File: config.mk
export PLATFORM = sky130hd
export DESIGN_NAME = periphSubsystem
export DESIGN_NICKNAME = d
export VERILOG_FILES = /design/src/common/busPkg.sv /design/src/common/intPkg.sv /design/src/hdl/clockPrescaler.sv /design/src/hdl/busFabric.sv /design/src/frt/freeRunTimer.sv /design/src/wdt/watchdogTimer.sv /design/src/intc/interruptController.sv /design/src/hdl/periphSubsystem.sv
export VERILOG_INCLUDE_DIRS = /design/src /design/src/common
export SDC_FILE = /design/constraint.sdc
export NUM_CORES = 1
export LEC_CHECK = 0
export BUFFER_PORTS_ARGS = -buffer_cell sky130_fd_sc_hd__buf_2
export CAP_MARGIN = 30
export CORE_MARGIN = 2
export CORE_UTILIZATION = 31
export DETAILED_ROUTE_END_ITERATION = 8
export PLACE_DENSITY_LB_ADDON = 0.05
export SKIP_CTS_REPAIR_TIMING = 1
export SLEW_MARGIN = 15
export SYNTH_ARGS = -nofsm -noshare
export SYNTH_HDL_FRONTEND = slang
export SYNTH_SLANG_ARGS = --single-unit
File: constraint.sdc
create_clock -name CLK -period 2.8 [get_ports CLK]
set_clock_uncertainty 0.15 [all_clocks]
set_input_delay 0.7 -clock CLK [delete_from_list [all_inputs] [get_ports CLK]]
set_output_delay 0.7 -clock CLK [all_outputs]
set_load 0.02 [all_outputs]
File: src/common/sh_config.svh
`ifndef SH_CONFIG_SVH
`define SH_CONFIG_SVH

`define SH_ADDR_W 32
`define SH_DATA_W 32

// On-chip register region and block bases, 16 bytes per block
`define SH_PERIPH_BASE 32'hFFFFFE00
`define SH_FRT_BASE (`SH_PERIPH_BASE + 32'h10)
`define SH_WDT_BASE (`SH_PERIPH_BASE + 32'h80)
`define SH_INTC_BASE (`SH_PERIPH_BASE + 32'hE0)

// FRT registers
`define SH_FRT_FRC 4'h0
`define SH_FRT_OCR 4'h4
`define SH_FRT_TCR 4'h8
`define SH_FRT_TSR 4'hC

// WDT registers
`define SH_WDT_WTCNT 4'h0
`define SH_WDT_WTCSR 4'h4

// INTC registers
`define SH_INTC_IPR 4'h0
`define SH_INTC_VCRFRT 4'h4
`define SH_INTC_VCRWDT 4'h8

// Prescaler, tap n divides by 2^(n+1)
`define SH_TAP_COUNT 13
`define SH_FRT_TAP_DIV8 2
`define SH_FRT_TAP_DIV32 4
`define SH_FRT_TAP_DIV128 6

`endif

File: src/common/busPkg.sv
package busPkg;

	`include "sh_config.svh"

	// One bus word each
	typedef logic [`SH_ADDR_W-1:0] addr_t;
	typedef logic [`SH_DATA_W-1:0] data_t;

	// Byte offset inside a 16-byte block
	typedef logic [3:0] regOfs_t;

	// Block hit by the current access
	typedef enum logic [1:0] {
		SEL_NONE,
		SEL_FRT,
		SEL_WDT,
		SEL_INTC
	} periphSel_t;

	// Bit n pulses once every 2^(n+1) clocks
	typedef logic [`SH_TAP_COUNT-1:0] ceTaps_t;

endpackage

File: src/common/intPkg.sv
package intPkg;

	// Priority level, also used for the mask
	typedef logic [3:0] level_t;

	typedef logic [6:0] vector_t;

	// Declaration order is the tie-break order
	typedef enum logic {
		SRC_FRT,
		SRC_WDT
	} irqSrc_t;

endpackage

File: src/hdl/clockPrescaler.sv
`timescale 1ns/1ps
`include "sh_config.svh"

module clockPrescaler
	import busPkg::*;
(
	input  logic    CLK,
	input  logic    RST_N,
	output ceTaps_t ceTaps
);

	logic [`SH_TAP_COUNT-1:0] divCnt;
	logic [`SH_TAP_COUNT-1:0] tapHit;

	// Tap n fires when the low n+1 counter bits are all ones
	for (genvar n = 0; n < `SH_TAP_COUNT; n++) begin : genTap
		assign tapHit[n] = &divCnt[n:0];
	end

	always_ff @(posedge CLK or negedge RST_N) begin
		if (!RST_N) begin
			divCnt <= '0;
			ceTaps <= '0;
		end else begin
			divCnt <= divCnt + 1'b1;
			ceTaps <= tapHit;
		end
	end

endmodule

File: src/hdl/busFabric.sv
`timescale 1ns/1ps
`include "sh_config.svh"

module busFabric
	import busPkg::*;
(
	input  logic       CLK,
	input  logic       RST_N,
	input  logic       req,
	input  logic       we,
	input  addr_t      addr,
	input  data_t      wdata,
	output logic       ack,
	output data_t      rdata,
	output logic       unmapped,
	output periphSel_t wrStb,
	output regOfs_t    regOfs,
	output data_t      wrData,
	input  data_t      frtRdata,
	input  data_t      wdtRdata,
	input  data_t      intcRdata
);

	localparam addr_t FRT_BASE = `SH_FRT_BASE;
	localparam addr_t WDT_BASE = `SH_WDT_BASE;
	localparam addr_t INTC_BASE = `SH_INTC_BASE;
	localparam int BLK_LSB = 4;

	typedef enum logic [1:0] {
		ST_IDLE,
		ST_STROBE,
		ST_ACK
	} state_t;

	state_t state;
	periphSel_t sel;
	data_t selRdata;
	logic wrCycle;

	// Block decode on the upper address bits
	always_comb begin
		if (addr[`SH_ADDR_W-1:BLK_LSB] == FRT_BASE[`SH_ADDR_W-1:BLK_LSB])
			sel = SEL_FRT;
		else if (addr[`SH_ADDR_W-1:BLK_LSB] == WDT_BASE[`SH_ADDR_W-1:BLK_LSB])
			sel = SEL_WDT;
		else if (addr[`SH_ADDR_W-1:BLK_LSB] == INTC_BASE[`SH_ADDR_W-1:BLK_LSB])
			sel = SEL_INTC;
		else
			sel = SEL_NONE;
	end

	// Unmapped reads see zero
	assign selRdata = (sel == SEL_FRT)  ? frtRdata :
	                  (sel == SEL_WDT)  ? wdtRdata :
	                  (sel == SEL_INTC) ? intcRdata :
	                  '0;

	assign wrCycle = (state == ST_STROBE) && we;
	assign wrStb = wrCycle ? sel : SEL_NONE;
	assign wrData = wrCycle ? wdata : '0;
	assign regOfs = addr[BLK_LSB-1:0];

	always_ff @(posedge CLK or negedge RST_N) begin
		if (!RST_N) begin
			state <= ST_IDLE;
			ack <= 1'b0;
			unmapped <= 1'b0;
		end else begin
			case (state)
				ST_IDLE: begin
					// Drop ack one cycle after req went low
					if (ack)
						ack <= 1'b0;
					else if (req)
						state <= ST_STROBE;
				end
				ST_STROBE: state <= ST_ACK;
				ST_ACK: begin
					if (!ack) begin
						ack <= 1'b1;
						unmapped <= (sel == SEL_NONE);
					end else if (!req) begin
						state <= ST_IDLE;
					end
				end
				default: state <= ST_IDLE;
			endcase
		end
	end

	// Read word held for the whole ack phase
	always_ff @(posedge CLK) begin
		if (state == ST_ACK && !ack)
			rdata <= selRdata;
	end

endmodule

File: src/frt/freeRunTimer.sv
`timescale 1ns/1ps
`include "sh_config.svh"

module freeRunTimer
	import busPkg::*;
(
	input  logic    CLK,
	input  logic    RST_N,
	input  ceTaps_t ceTaps,
	input  logic    wrStb,
	input  regOfs_t regOfs,
	input  data_t   wdata,
	output data_t   rdata,
	output logic    irq
);

	logic [15:0] frc;
	logic [15:0] nextFrc;
	logic [15:0] ocr;
	// TCR: [1:0] clock select, [2] run, [3] compare irq enable, [4] overflow irq enable
	logic [4:0] tcr;
	logic ocf;
	logic ovf;
	logic tick;

	always_comb begin
		case (tcr[1:0])
			2'd0: tick = ceTaps[`SH_FRT_TAP_DIV8];
			2'd1: tick = ceTaps[`SH_FRT_TAP_DIV32];
			2'd2: tick = ceTaps[`SH_FRT_TAP_DIV128];
			default: tick = 1'b0;
		endcase
	end

	assign nextFrc = frc + 16'd1;

	always_ff @(posedge CLK or negedge RST_N) begin
		if (!RST_N) begin
			frc <= '0;
			ocr <= 16'hFFFF;
			tcr <= '0;
			ocf <= 1'b0;
			ovf <= 1'b0;
		end else begin
			// Writing 0 clears a flag, a new event in the same cycle still sets it
			if (wrStb && regOfs == `SH_FRT_TSR) begin
				ocf <= ocf & wdata[0];
				ovf <= ovf & wdata[1];
			end
			if (wrStb && regOfs == `SH_FRT_FRC) begin
				frc <= wdata[15:0];
			end else if (tcr[2] && tick) begin
				frc <= nextFrc;
				if (nextFrc == ocr)
					ocf <= 1'b1;
				if (frc == 16'hFFFF)
					ovf <= 1'b1;
			end
			if (wrStb && regOfs == `SH_FRT_OCR)
				ocr <= wdata[15:0];
			if (wrStb && regOfs == `SH_FRT_TCR)
				tcr <= wdata[4:0];
		end
	end

	always_comb begin
		case (regOfs)
			`SH_FRT_FRC: rdata = data_t'(frc);
			`SH_FRT_OCR: rdata = data_t'(ocr);
			`SH_FRT_TCR: rdata = data_t'(tcr);
			`SH_FRT_TSR: rdata = data_t'({ovf, ocf});
			default: rdata = '0;
		endcase
	end

	assign irq = (ocf & tcr[3]) | (ovf & tcr[4]);

endmodule

File: src/wdt/watchdogTimer.sv
`timescale 1ns/1ps
`include "sh_config.svh"

module watchdogTimer
	import busPkg::*;
(
	input  logic    CLK,
	input  logic    RST_N,
	input  ceTaps_t ceTaps,
	input  logic    wrStb,
	input  regOfs_t regOfs,
	input  data_t   wdata,
	output data_t   rdata,
	output logic    irq,
	output logic    wdtOvfN
);

	logic [7:0] wtcnt;
	logic [2:0] cks;
	logic tme;
	// Set for watchdog mode, clear for interval mode
	logic wtMode;
	logic ovf;
	logic tick;

	// Dividers 2, 64, 128, 256, 512, 1024, 4096, 8192
	always_comb begin
		case (cks)
			3'd0: tick = ceTaps[0];
			3'd1: tick = ceTaps[5];
			3'd2: tick = ceTaps[6];
			3'd3: tick = ceTaps[7];
			3'd4: tick = ceTaps[8];
			3'd5: tick = ceTaps[9];
			3'd6: tick = ceTaps[11];
			default: tick = ceTaps[12];
		endcase
	end

	always_ff @(posedge CLK or negedge RST_N) begin
		if (!RST_N) begin
			wtcnt <= '0;
			cks <= '0;
			tme <= 1'b0;
			wtMode <= 1'b0;
			ovf <= 1'b0;
		end else begin
			if (wrStb && regOfs == `SH_WDT_WTCSR) begin
				cks <= wdata[2:0];
				tme <= wdata[5];
				wtMode <= wdata[6];
				ovf <= ovf & wdata[7];
			end
			if (wrStb && regOfs == `SH_WDT_WTCNT) begin
				wtcnt <= wdata[7:0];
			end else if (tme && tick) begin
				wtcnt <= wtcnt + 8'd1;
				if (wtcnt == 8'hFF)
					ovf <= 1'b1;
			end
		end
	end

	always_comb begin
		case (regOfs)
			`SH_WDT_WTCNT: rdata = data_t'(wtcnt);
			`SH_WDT_WTCSR: rdata = data_t'({ovf, wtMode, tme, 2'b00, cks});
			default: rdata = '0;
		endcase
	end

	assign irq = ovf & ~wtMode;
	assign wdtOvfN = ~(ovf & wtMode);

endmodule

File: src/intc/interruptController.sv
`timescale 1ns/1ps
`include "sh_config.svh"

module interruptController
	import busPkg::*;
	import intPkg::*;
(
	input  logic    CLK,
	input  logic    RST_N,
	input  logic    frtIrq,
	input  logic    wdtIrq,
	input  level_t  intMask,
	input  logic    wrStb,
	input  regOfs_t regOfs,
	input  data_t   wdata,
	output data_t   rdata,
	output logic    intReq,
	output level_t  intLevel,
	output vector_t intVector
);

	level_t frtPri;
	level_t wdtPri;
	vector_t frtVec;
	vector_t wdtVec;
	irqSrc_t winSrc;
	level_t winLvl;

	always_ff @(posedge CLK or negedge RST_N) begin
		if (!RST_N) begin
			frtPri <= '0;
			wdtPri <= '0;
			frtVec <= '0;
			wdtVec <= '0;
		end else if (wrStb) begin
			case (regOfs)
				`SH_INTC_IPR: begin
					frtPri <= wdata[7:4];
					wdtPri <= wdata[3:0];
				end
				`SH_INTC_VCRFRT: frtVec <= wdata[6:0];
				`SH_INTC_VCRWDT: wdtVec <= wdata[6:0];
				default: ;
			endcase
		end
	end

	// WDT must be strictly higher, so FRT wins a tie
	always_comb begin
		winSrc = SRC_FRT;
		winLvl = '0;
		if (frtIrq)
			winLvl = frtPri;
		if (wdtIrq && wdtPri > winLvl) begin
			winSrc = SRC_WDT;
			winLvl = wdtPri;
		end
	end

	always_ff @(posedge CLK or negedge RST_N) begin
		if (!RST_N) begin
			intReq <= 1'b0;
			intLevel <= '0;
			intVector <= '0;
		end else begin
			intReq <= (winLvl != '0) && (winLvl > intMask);
			intLevel <= winLvl;
			intVector <= (winSrc == SRC_WDT) ? wdtVec : frtVec;
		end
	end

	always_comb begin
		case (regOfs)
			`SH_INTC_IPR: rdata = data_t'({frtPri, wdtPri});
			`SH_INTC_VCRFRT: rdata = data_t'(frtVec);
			`SH_INTC_VCRWDT: rdata = data_t'(wdtVec);
			default: rdata = '0;
		endcase
	end

endmodule

File: src/hdl/periphSubsystem.sv
`timescale 1ns/1ps

module periphSubsystem
	import busPkg::*;
	import intPkg::*;
(
	input  logic    CLK,
	input  logic    RST_N,
	input  logic    req,
	input  logic    we,
	input  addr_t   addr,
	input  data_t   wdata,
	output logic    ack,
	output data_t   rdata,
	output logic    unmapped,
	input  level_t  intMask,
	output logic    intReq,
	output level_t  intLevel,
	output vector_t intVector,
	output logic    wdtOvfN
);

	ceTaps_t ceTaps;
	periphSel_t wrStb;
	regOfs_t regOfs;
	data_t wrData;
	data_t frtRdata;
	data_t wdtRdata;
	data_t intcRdata;
	logic frtIrq;
	logic wdtIrq;

	clockPrescaler i_prescaler (
		.CLK(CLK),
		.RST_N(RST_N),
		.ceTaps(ceTaps)
	);

	busFabric i_fabric (
		.CLK(CLK),
		.RST_N(RST_N),
		.req(req),
		.we(we),
		.addr(addr),
		.wdata(wdata),
		.ack(ack),
		.rdata(rdata),
		.unmapped(unmapped),
		.wrStb(wrStb),
		.regOfs(regOfs),
		.wrData(wrData),
		.frtRdata(frtRdata),
		.wdtRdata(wdtRdata),
		.intcRdata(intcRdata)
	);

	freeRunTimer i_frt (
		.CLK(CLK),
		.RST_N(RST_N),
		.ceTaps(ceTaps),
		.wrStb(wrStb == SEL_FRT),
		.regOfs(regOfs),
		.wdata(wrData),
		.rdata(frtRdata),
		.irq(frtIrq)
	);

	watchdogTimer i_wdt (
		.CLK(CLK),
		.RST_N(RST_N),
		.ceTaps(ceTaps),
		.wrStb(wrStb == SEL_WDT),
		.regOfs(regOfs),
		.wdata(wrData),
		.rdata(wdtRdata),
		.irq(wdtIrq),
		.wdtOvfN(wdtOvfN)
	);

	interruptController i_intc (
		.CLK(CLK),
		.RST_N(RST_N),
		.frtIrq(frtIrq),
		.wdtIrq(wdtIrq),
		.intMask(intMask),
		.wrStb(wrStb == SEL_INTC),
		.regOfs(regOfs),
		.wdata(wrData),
		.rdata(intcRdata),
		.intReq(intReq),
		.intLevel(intLevel),
		.intVector(intVector)
	);

endmodule

### Word level (Yosys, flattened, before mapping)

Cells that the tools add are included.

| storage, ports and cells | value |
|---|---|
| output and inout port bits | 47 |
| word-level logic and storage cells | 146 |
| flip-flop bits (word level) | 149 |

| cells by class | value |
|---|---|
| equal/unequal tests | 29 |
| add/sub/neg operators | 3 |
| bitwise logic cells | 11 |
| reduce and logical (&&, ||, !) cells | 39 |
| $lt $le $gt $ge | 2 |
| mux-type cells | 39 |

Operators with widths:

| kind | count |
|---|---|
| 32-bit two-way mux | 3 |
| 28-bit == test, second input constant | 3 |
| 16-bit one-hot mux with 4 select lines | 1 |
| 16-bit two-way mux | 3 |
| 8-bit one-hot mux with 3 select lines | 1 |
| 16-bit by 1-bit adder with 16-bit output, second input constant | 1 |
| 16-bit == test | 1 |
| 16-bit == test, second input constant | 1 |
| 2-bit two-way mux | 8 |
| 8-bit two-way mux | 2 |
| 8-bit one-hot mux with 2 select lines | 1 |
| 13-bit by 1-bit adder with 13-bit output, second input constant | 1 |
| 1-bit two-way mux | 13 |
| 13-bit AND reduction | 1 |
| 2-bit == test, second input constant | 6 |
| 1-bit logical AND | 12 |
| 12-bit AND reduction | 1 |
| 11-bit AND reduction | 1 |
| 10-bit AND reduction | 1 |
| 2-bit AND reduction | 5 |
| 3-bit == test, second input constant | 3 |
| 9-bit AND reduction | 1 |
| 8-bit by 1-bit adder with 8-bit output, second input constant | 1 |
| 2-bit by 1-bit == test with 1-bit output, second input constant | 4 |
| 29 further kinds | 48 |

### Longest topological paths before layout

Gate-level depths: netlist of the first run.

| depth | value |
|---|---|
| depth after elaboration | 11 |
| depth in mapped cells | 13 |
| gate-level depth less buffers | 13 |

### Cells and area by module

A second synthesis of the first run with hierarchy kept.

| second synthesis, totals | value |
|---|---|
| cell total of the unflattened synthesis | 871 |
| area, all modules | 9286.4 sq um |

By module, submodules not included:

| module | cells each | seq. area each (sq um) | area each (sq um) | times used |
|---|---|---|---|---|
| freeRunTimer | 269 | 996.0 | 2731.4 | 1 |
| busFabric | 255 | 1061.0 | 2548.7 | 1 |
| interruptController | 164 | 850.8 | 1934.4 | 1 |
| watchdogTimer | 118 | 350.3 | 1096.1 | 1 |
| clockPrescaler | 62 | 650.6 | 953.4 | 1 |
| periphSubsystem | 3 | 0.0 | 22.5 | 1 |

### Least setup slack after synthesis of the first run

Ideal clock, no wire load.

| path | value |
|---|---|
| kind | reg-to-reg |
| start point | register i_frt.ocf |
| end point | register i_intc.intReq |
| stages on the path, launching flop included | 14 |
| required time | 2527 ps |
| arrival time | 2692 ps |
| period minus slack after synthesis | 2965 ps |
| setup slack | -165 ps |
| library setup time | 123 ps |
| cell sequence | dfrtp_1 -> a22o_1 -> and2_1 -> ha_1 -> nand4_1 -> nand3b_1 -> a21oi_1 -> buf_4 -> mux2i_1 -> ha_1 -> nor2b_1 -> o21ai_0 -> o221ai_1 -> o221a_2 |

| on the way | value |
|---|---|
| cells in the longest elaborated chain, start to end | 8 |

Ends and longest elaborated chain:

| item | line | text |
|---|---|---|
| start, declared | freeRunTimer.sv:22 | `logic ocf;` |
| start signal, assigned | freeRunTimer.sv:47 | `ocf <= ocf & wdata[0];` |
| 1-bit AND * | freeRunTimer.sv:76 | `assign irq = (ocf & tcr[3]) \| (ovf & tcr[4]);` |
| 1-bit bitwise OR * | freeRunTimer.sv:76 |  |
| 4-bit two-way mux * | interruptController.sv:52 | `if (frtIrq)` |
| 4-bit > comparator | interruptController.sv:54 | `if (wdtIrq && wdtPri > winLvl) begin` |
| 1-bit logical AND | interruptController.sv:54 |  |
| 4-bit two-way mux * | interruptController.sv:54 |  |
| named net i_intc.winLvl[1] | interruptController.sv:27 | `level_t winLvl;` |
| 4-bit > comparator or 4-bit nonzero test (tied branches) | interruptController.sv:66 | `intReq <= (winLvl != '0) && (winLvl > intMask);` |
| 1-bit logical AND * | interruptController.sv:66 |  |
| end signal, assigned | interruptController.sv:66 |  |
| end, declared | interruptController.sv:17 | `output logic intReq,` |

The timed path passes the listed nets; every way through them passes the cells marked *.
A chain may end at the register's enable or synchronous reset.

### Final worst setup path of the first run

Same ends and word-level chain as after synthesis.

==> summary.md, run 1 <==
| Metric | Value |
|---|---|
| Dpl ws | `-0.270 ns` |
| RD Place Congestion | `0.825` |
| Max cap viols | `0` |
| Final Setup Violations | `1` |
| Max Fclk | `334 MHz` |
| Internal power | `3.55 mW` |
| Fillers | `2,173` |
| Total power divided by cell area | `554 nW/µm²` |
| Slew margin rel. | `58.2%` |
| Layout area overhead | `23.5%` |
| CTS tree | `built` |
| Fin crit share | `107%` |
| Final WS setup | `-0.192 ns` |
| Vias | `5,194` |
| Worst Max-Slew Pin Slew | `0.626 ns` |
| Core ar. | `21,800 µm²` |
| DRT iter0 DRCs | `294` |
| Std cell rows | `54` |
| Placed cell areas | `7850 µm²` |
| Sinks on the clock net | `130` |
| Clock Latency Late Sink | `0.41 ns` |
| # DRC | `0` |
| Final Hold Viols | `0` |
| H-tree levels | `4` |
| Vias in the first global route | `5,250` |
| Netlist cell types | `65` |
| Gr usage total | `16.5%` |
| Critical path arrival | `3.14 ns` |
| Status | `finished with violations` |
| RSZ-0062 raised after global routing | `true` |
| Comb power frac | `9.5%` |
| Initial antenna violation count | `0` |
| Sw Share | `24.7%` |
| Most used DFF post-synth | `dfrtp_1` |
| Largest cells by area after synthesis | `dfrtp_1, mux2_2, edfxtp_1, dfstp_2, xnor2_1` |
| Root Buffer | `clkbuf_16` |
| Sequential share of the synthesized area | `48.6%` |
| Clock power frac | `47.3%` |
| Initial Utilization | `31.6%` |
| Power, Total | `4.72 mW` |
| Syn Inst Count | `632` |
| FF+latch count, synth | `130` |
| Maximum vdd drop | `0.000320 V` |
| Number of nets in the layout | `829` |
| Chip height | `153 µm` |
| Max Slew Vio Count | `0` |
| TritonCTS buffer count | `17` |
| Drt wl/cell | `18.1 µm` |
| Yosys top cell area share | `35.6%` |
| Clk slew on worst S/H paths | `0.06 ns` |
| Failing checks | `negative setup slack` |
| IO buf count | `86` |
| Cell Area, Synth | `6890 µm²` |
| EDFF count, synth | `16` |
| Antenna-violating nets left | `0` |
| Inserted Diodes | `0` |
| CP Data Required Time | `2.95 ns` |
| Post-synth top area cell | `dfrtp_1` |
| Synth Warn # | `0` |
| First-pass GRT wire length | `30.1 mm` |
| Net load switching power | `1.17 mW` |
| Setup CP Type | `reg -> reg` |
| Share of layout cells above drive strength 1 | `34.3%` |
| GR Overflow Total | `0` |
| CP startpoint kind | `flop` |
| Min-delay worst type | `in -> async` |
| Design area | `8510 µm²` |
| Crit path launch | `i_frt.ocf` |
| Die ar. | `23,400 µm²` |
| CP Max Fanout | `4` |
| Lkg Pwr | `3.84 nW` |
| Hpwl dp | `13.7 mm` |
| R2R Setup Slk | `-0.19 ns` |
| Tmin final | `2.99 ns` |
| Register share of total power | `43.1%` |
| Ys async rst share | `87.7%` |
| Mean Syn Cell Area | `10.9 µm²` |
| Io pins | `119` |
| Drt total wl | `18.8 mm` |
| Setup TNS Final | `-0.192 ns` |
| FF-to-FF Start | `i_frt.ocf` |
| Utilization of the core after routing | `39.0%` |
| Crit path capture type | `flop` |
| Bufs on Longest Clock Path | `2` |
| DRT Pass-1 Iters | `5` |
| Vias per cell | `5.01` |
| Largest net degree at the start of global routing | `42` |
| Die Wd | `153 µm` |
-- through the flow --
stage / hold WS (ns) / std cells
finish: 0.114 / 1037
global route: 0.142 / 1037
CTS: 0.123 / 1035
detailed placement: 0.302 / 1003
global placement: 0.288 / 1003
floorplan: 0.254 / 647
-- power groups by stage --
stage	Sequential [mW]	Combinational [mW]	Clock, mW
finish	2.04	0.450	2.23
global route	2.04	0.488	2.40
CTS	2.04	0.457	2.29
detailed placement	2.07	0.456	0
global placement	2.07	0.450	0
floorplan	2.14	0.157	0
-- path summary, 6_finish.rpt --
| check | depth (start not counted) | to |
|---|---|---|
| min in group CLK | 1 | i_prescaler.divCnt[11] |
| max | 12 | i_intc.intReq |
| max in group asynchronous | 2 | i_frt.ocr[7] |
| min | 1 | i_intc.intLevel[3] |
| max reg2reg | 12 | i_intc.intReq |
| min reg2reg | 1 | i_prescaler.divCnt[11] |
-- cell families after synthesis --
logic type	Yosys count	share of synthesized area (%)
adders and majority gates	13	2.36
and+or+nand+nor	203	16.3
buffers and inverters	58	4.34
AOI/OAI and AO/OA	96	8.77
other	1	0.0544
muxes	81	13.2
xor gates and xnor gates	50	6.35
DFF	130	48.6
-- critical path, stage by stage, from the launching register on --
cell      delay [ns]
dfrtp_1         0.38
a22o_4          0.29
and2_4          0.16
ha_4            0.14
nor2b_1         0.11
o211ai_1        0.16
a21oi_4         0.27
mux2i_2         0.27
ha_1            0.28
nor2b_4         0.14
o21ai_2         0.13
o221ai_1        0.14
o221a_2         0.25
-- metal layers --
layer	share of wire [%]	vias up	wire length (µm)	global-route usage (%)
met3	4.1	17	771	2.78
met2	46	145	8600	25.2
met5	0	-	0	0
met4	1.4	0	269	4.94
li1	-	2453	-	-
met1	49	2579	9160	23.9
-- area by class of cell --
cell class,count,area [µm²],area share [%]
clock buffers,23,489,5.75
clock inverters,9,103,1.20
inverters,10,37.5,0.441
multi-input cells,459,3370,39.6
repair buffers,126,808,9.49
flip-flops and latches,130,3350,39.4
well taps,280,350,4.11
-- synth_stat cells, drive strengths merged, types with 17 or more instances --
library cell / count
a22oi: 17
o21ai: 19
xor2: 25
nand2: 44
buf: 32
dfrtp: 98
mux2i: 19
xnor2: 25
mux2: 60
nor2: 55
nand3: 21
a21oi: 31
-- layout by cell type, fill, tap and decap left out, drive strengths merged, types with 3 or more instances in the layout --
master      n
a21oi      31
a22oi      17
and2       16
and3       12
buf       126
clkbuf     23
clkinv      4
clkinvlp    3
conb       16
dfrtp      98
dfstp      16
edfxtp     16
ha         13
inv        10
mux2       60
mux2i      19
nand2      44
nand2b      5
nand3      21
nand4      16
nand4b      5
nor2       55
nor2b       6
nor3        7
nor4        4
nor4b       3
o21ai      19
o22ai       8
o31ai       3
xnor2      25
xor2       25
-- flip-flops by register name, indices dropped and copies added, names as in the netlist, 7 cells and up --
register	cells
i_fabric.rdata	16
i_frt.frc	16
i_frt.ocr	16
i_prescaler.divCnt	13
i_prescaler.ceTaps	10
i_wdt.wtcnt	8
i_intc.frtVec	7
i_intc.intVector	7
i_intc.wdtVec	7
Note: power is estimated with default switching activity, not from simulation.
==> run 2: changes to the inputs <==
--- a/config.mk
+++ b/config.mk
@@ -9,7 +9,7 @@
 export BUFFER_PORTS_ARGS = -buffer_cell sky130_fd_sc_hd__buf_2
 export CAP_MARGIN = 30
 export CORE_MARGIN = 2
-export CORE_UTILIZATION = 31
+export CORE_UTILIZATION = 30
 export DETAILED_ROUTE_END_ITERATION = 8
 export PLACE_DENSITY_LB_ADDON = 0.05
 export SKIP_CTS_REPAIR_TIMING = 1
==> run 2 against run 1 <==
  * The run still ends with negative setup slack left
  * Sequential share of layout area rose by 0.19 points
  * Die area rose by 3.2%
  * Critical path depth did not move
  * Count of clock-buffer cells in the layout fell by 2
  * Clock power rose by 5%
  * First-iteration DRC count rose by 4.8%
  * Largest power group unchanged
==> summary.md, run 2 (synthesis gave the netlist of run 1 again) <==
| Metric | Value |
|---|---|
| Status | `finished with violations` |
| Failing checks | `negative setup slack` |
| Vias per cell | `4.94` |
| Critical path depth | `12` |
| Buf/Inv on CP | `0` |
| Drt wl/cell | `18.5 µm` |
| # DRC | `0` |
| Vias | `5,140` |
| Clk slew on worst S/H paths | `0.06 ns` |
| Max cap viols | `0` |
| Fin crit share | `104%` |
| DRT iter0 DRCs | `308` |
| Placed cell areas | `7820 µm²` |
| Largest regs | `i_fabric.rdata x16, i_frt.frc x16, i_frt.ocr x16` |
| Worst Max-Slew Pin Slew | `0.617 ns` |
| FF-to-FF Start | `i_frt.tcr[3]` |
| Setup CP Type | `reg -> reg` |
| Critical path arrival | `3.06 ns` |
| Die Wd | `156 µm` |
| Met3 Track Usage GR | `3.75%` |
| First-pass GRT wire length | `30.2 mm` |
| Busiest layer in global routing | `met2` |
| GR Overflow Total | `0` |
| RD Place Congestion | `0.821` |
| Crit path launch | `i_frt.tcr[3]` |
| Chip height | `156 µm` |
| Largest net degree at the start of global routing | `48` |
| Vias in the first global route | `5,268` |
| Clock Latency Late Sink | `0.42 ns` |
| Number of nets in the layout | `827` |
| DRT Pass-1 Iters | `4` |
| H-tree levels | `4` |
| Sinks on the clock net | `130` |
| Core ar. | `22,600 µm²` |
| Lkg Pwr | `3.83 nW` |
| Std cell rows | `55` |
| R2R Path End | `i_intc.intReq` |
| Initial Utilization | `30.5%` |
| Initial antenna violation count | `0` |
| Crit path capture type | `flop` |
| CP Data Required Time | `2.96 ns` |
| CP peak stage delay | `0.39 ns` |
| TritonCTS buffer count | `17` |
| Critical path cell sequence | `a22o_4, and2_4, ha_4, nor2b_1, o211ai_1, a21oi_4, mux2i_2, ha_1, nor2b_1, o21ai_1, o221ai_1, o221a_2` |
| Most frequent cells in the layout | `dfrtp_1, buf_2, mux2_2, nor2_1, nand2_1` |
| Gr usage total | `16.5%` |
| Die ar. | `24,200 µm²` |
| Slowest CP cell | `dfrtp_1` |
| Drt total wl | `19.3 mm` |
| IO buf count | `86` |
| M1 GR Usage | `22.4%` |
| Commonest non-fill, non-tap cell in the layout | `dfrtp_1` |
| Final Hold Viols | `0` |
| RSZ-0062 raised after global routing | `true` |
| Met2 GRT Util | `26.4%` |
| Min-delay worst type | `in -> async` |
| Largest delay share family, worst path | `compound AO/OA/AOI/OAI gates` |
| Share of layout cells above drive strength 1 | `34.2%` |
| Max Slew Vio Count | `0` |
| Final Setup Violations | `1` |
| Tmin final | `2.90 ns` |
| End of the critical path | `i_intc.intReq` |
| Total power divided by cell area | `570 nW/µm²` |
| Hpwl dp | `14.0 mm` |
| Design area | `8470 µm²` |
| Maximum vdd drop | `0.000314 V` |
| Worst Reg-to-Reg Cells | `12` |
| CP dominant cell by count | `nor2b_1` |
| Root Buffer | `clkbuf_16` |
| Inserted Diodes | `0` |
| CP startpoint kind | `flop` |
| CP Max Fanout | `4` |
| Max Fclk | `345 MHz` |
| Antenna-violating nets left | `0` |
| Min Hold Slack | `0.0931 ns` |
| R2R Setup Slk | `-0.10 ns` |
| CTS tree | `built` |
| Final WS setup | `-0.102 ns` |
| Bufs on Longest Clock Path | `2` |
| Layout area overhead | `22.9%` |
| Io pins | `119` |
| Slew margin rel. | `58.8%` |
-- run 2: cell types whose count changed in the layout (fill, tap and decap cells not counted), moves of 2 or more --
cell        before  now
inv_6            0    2
clkinv_4         0    3
clkbuf_1         3    1
clkinv_2         4    2
buf_12           6    3
clkinvlp_4       3    1
-- run 2: per-layer routing --
metal | part of all wire, % | vias up
met4 | 1.3 | 0
met5 | 0 | -
li1 | - | 2455
met3 | 4.7 | 12
met1 | 47 | 2555
met2 | 47 | 118
-- run 2: worst reg2reg max path, stage by stage, from the launching register on --
cell,delay [ns]
dfrtp_1,0.39
a22o_4,0.29
and2_4,0.16
ha_4,0.15
nor2b_1,0.10
o211ai_1,0.13
a21oi_4,0.24
mux2i_2,0.28
ha_1,0.27
nor2b_1,0.13
o21ai_1,0.15
o221ai_1,0.13
o221a_2,0.24
-- run 2: layout make-up --
class | instances | area [µm²]
Clock buffer | 21 | 470
Clock inverter | 11 | 151
Fill cell | 2296 | 14100
Inverter | 10 | 37.5
Multi-Input combinational cell | 459 | 3350
Sequential cell | 130 | 3350
Tap cell | 285 | 357
Timing Repair Buffer | 124 | 756
-- run 2: how the worst min path moves through the flow --
stage                            end  slack, ns  cells after the start
6_report          i_intc.intLevel[3]       0.09                      1
5_1_grt           i_intc.intLevel[0]       0.11                      1
4_1_cts           i_intc.intLevel[3]       0.10                      1
3_5_place_dp   i_prescaler.ceTaps[0]       0.30                      0
3_3_place_gp       i_fabric.state[0]       0.29                      1
2_1_floorplan           i_fabric.ack       0.25                      0
-- run 2: power by group --
group	total (mW)	internal [mW]	switching [mW]
Sequential	2.03	2.00	0.0305
Combinational	0.444	0.135	0.310
Clock	2.35	1.48	0.872
Total	4.83	3.62	1.21
-- run 2: stage by stage --
stage	TNS (ns)	power [mW]	worst slack, ns	util, %	instances
floorplan	-0.0613	2.30	-0.0613	-	647
CTS	-0.256	4.91	-0.256	37.4	1040
detailed placement	-0.237	2.53	-0.237	34.6	1008
finish	-0.102	4.83	-0.102	37.5	1040
global placement	-0.184	2.52	-0.184	34.6	1008
global route	-0.322	5.03	-0.322	37.5	1040
==> run 3: changes to the inputs <==
--- a/config.mk
+++ b/config.mk
@@ -8,10 +8,11 @@
 export LEC_CHECK = 0
 export BUFFER_PORTS_ARGS = -buffer_cell sky130_fd_sc_hd__buf_2
 export CAP_MARGIN = 30
-export CORE_MARGIN = 2
-export CORE_UTILIZATION = 30
+export CORE_MARGIN = 3
+export CORE_UTILIZATION = 51
 export DETAILED_ROUTE_END_ITERATION = 8
 export PLACE_DENSITY_LB_ADDON = 0.05
+export RECOVER_POWER = 50
 export SKIP_CTS_REPAIR_TIMING = 1
 export SLEW_MARGIN = 15
 export SYNTH_ARGS = -nofsm -noshare
==> run 3 against run 2 <==
  * The run still ends with negative setup slack left
  * Flip-flop and latch count is the same
  * Final area shrank 2.2%
  * Via count grew 2.5%
  * Critical path depth grew 1
  * Hold slack gained 0.22 ns
  * Core utilization grew 27 points
  * First-iteration DRC count grew 1.6%
  * Total power shrank 6.9%
  * Critical endpoint unchanged
  * Highest routed layer unchanged
==> summary.md, run 3 (synthesis gave the netlist of run 1 again) <==
| Metric | Value |
|---|---|
| Vias per cell | `5.65` |
| Layout area overhead | `20.1%` |
| Setup TNS Final | `-0.182 ns` |
| Failing checks | `negative setup slack` |
| TritonCTS buffer count | `17` |
| H-tree levels | `4` |
| Commonest non-fill, non-tap cell in the layout | `dfrtp_1` |
| Total power divided by cell area | `543 nW/µm²` |
| Gr usage total | `24.2%` |
| Largest net degree at the start of global routing | `61` |
| Drt total wl | `17.1 mm` |
| Core ar. | `12,900 µm²` |
| Placed cell areas | `7670 µm²` |
| Routed met2 length | `7.89 mm` |
| Io pins | `119` |
| Chip height | `122 µm` |
| Min-delay worst type | `reg -> reg` |
| CTS tree | `built` |
| Fin crit share | `106%` |
| Maximum vdd drop | `0.000492 V` |
| Number of nets in the layout | `832` |
| Share of layout cells above drive strength 1 | `35.0%` |
| Min Hold Slack | `0.314 ns` |
| First-pass GRT wire length | `27.4 mm` |
| Final Hold Viols | `0` |
| Lkg Pwr | `3.80 nW` |
| Crit path capture type | `flop` |
| CP peak stage delay | `0.39 ns` |
| Most frequent cells in the layout | `dfrtp_1, buf_2, mux2_2, nor2_1, nand2_1` |
| Power, Total | `4.49 mW` |
| Max Slew Vio Count | `0` |
| Vias | `5,268` |
| Clock Latency Late Sink | `0.42 ns` |
| Bufs on Longest Clock Path | `2` |
| Slew margin rel. | `11.5%` |
| Die Wd | `122 µm` |
| CP Max Fanout | `4` |
| Worst Max-Slew Pin Slew | `1.33 ns` |
| Max Used Layer | `met4` |
| GR Overflow Total | `0` |
| Initial antenna violation count | `0` |
| Tmin final | `2.98 ns` |
| CP startpoint kind | `flop` |
| Critical path arrival | `3.14 ns` |
| Largest regs | `i_fabric.rdata x16, i_frt.frc x16, i_frt.ocr x16` |
| Std cell rows | `41` |
| Final WS setup | `-0.182 ns` |
| Design area | `8280 µm²` |
| CP dominant cell by count | `ha_1` |
| WL met3 | `1.13 mm` |
| DRT Pass-1 Iters | `5` |
| # DRC | `0` |
| Clk slew on worst S/H paths | `0.06 ns` |
| Inserted Diodes | `0` |
| Initial Utilization | `53.3%` |
| RD Place Congestion | `0.910` |
| Hpwl dp | `12.3 mm` |
| Critical path cell sequence | `a22o_4, nand2_2, ha_1, nor2b_1, o211ai_1, a21oi_4, buf_6, mux2i_2, ha_1, nand3_1, o21ai_2, o221ai_2, o221a_2` |
| Root Buffer | `clkbuf_16` |
| RSZ-0062 raised after global routing | `true` |
| Antenna-violating nets left | `0` |
| DRT iter0 DRCs | `313` |
| Max Fclk | `335 MHz` |
| Die ar. | `14,900 µm²` |
| Finished Layout Cells | `932` |
| Sinks on the clock net | `130` |
| Final Setup Violations | `1` |
| Post-placement cell count | `896` |
| Max cap viols | `0` |
| Slowest CP cell | `dfrtp_1` |
| Drt wl/cell | `18.3 µm` |
| Fillers | `1,123` |
| Status | `finished with violations` |
| CP Data Required Time | `2.96 ns` |
| Vias in the first global route | `5,206` |
| IO buf count | `86` |
| Met1 WL | `7.88 mm` |
| Setup CP Type | `reg -> reg` |
==> run 3: worst max-delay path, delay by kind of cell (launching register included) <==
kind | cells | cell delay, ns
AND/OR/NAND/NOR | 3 | 0.34
buffers and inverters | 1 | 0.14
flip-flops | 1 | 0.39
multiplexers | 1 | 0.15
AO/OA/AOI/OAI | 6 | 1.15
adder cells (fa/ha/maj) | 2 | 0.55
==> run 3: routing by layer <==
| metal | vias up | GRT usage, % |
|---|---|---|
| li1 | 2472 | - |
| met1 | 2611 | 33.9 |
| met2 | 166 | 36.4 |
| met3 | 19 | 7.28 |
| met4 | 0 | 7.14 |
| met5 | - | 0 |
==> run 3: per-stage QoR <==
step	worst slack, ns	util (%)
6_report	-0.182	64.1
5_1_grt	-0.290	64.1
4_1_cts	-0.220	63.5
3_5_place_dp	-0.204	59.3
3_3_place_gp	-0.131	59.3
2_1_floorplan	-0.0613	-
==> run 3: path summary, 6_finish.rpt <==
path | start | to | slack [ns] | cells after the start
worst max-delay path | i_frt.ocf | i_intc.intReq | -0.18 | 13
worst min-delay path | i_prescaler.divCnt[11] | i_prescaler.divCnt[11] | 0.31 | 1
worst max register to register | i_frt.ocf | i_intc.intReq | -0.18 | 13
worst min register to register | i_prescaler.divCnt[11] | i_prescaler.divCnt[11] | 0.31 | 1
max in group asynchronous | RST_N | i_frt.frc[13] | 0.50 | 2
min in group asynchronous | RST_N | i_intc.intLevel[1] | 0.41 | 1
==> run 3: layout make-up <==
cell class	count	area (µm²)	share of cell area (%)
Tap cell	172	215	2.60
Multi-Input combinational cell	459	3370	40.7
Sequential cell	130	3350	40.5
Clock buffer	18	439	5.30
Clock inverter	14	103	1.24
Timing Repair Buffer	129	762	9.20
Inverter	10	37.5	0.453
==> run 3: report_power, final <==
part           switching (mW)  total, mW  internal, mW
logic                   0.311      0.434         0.123
registers              0.0319       2.04          2.01
clock network           0.863       2.02          1.16
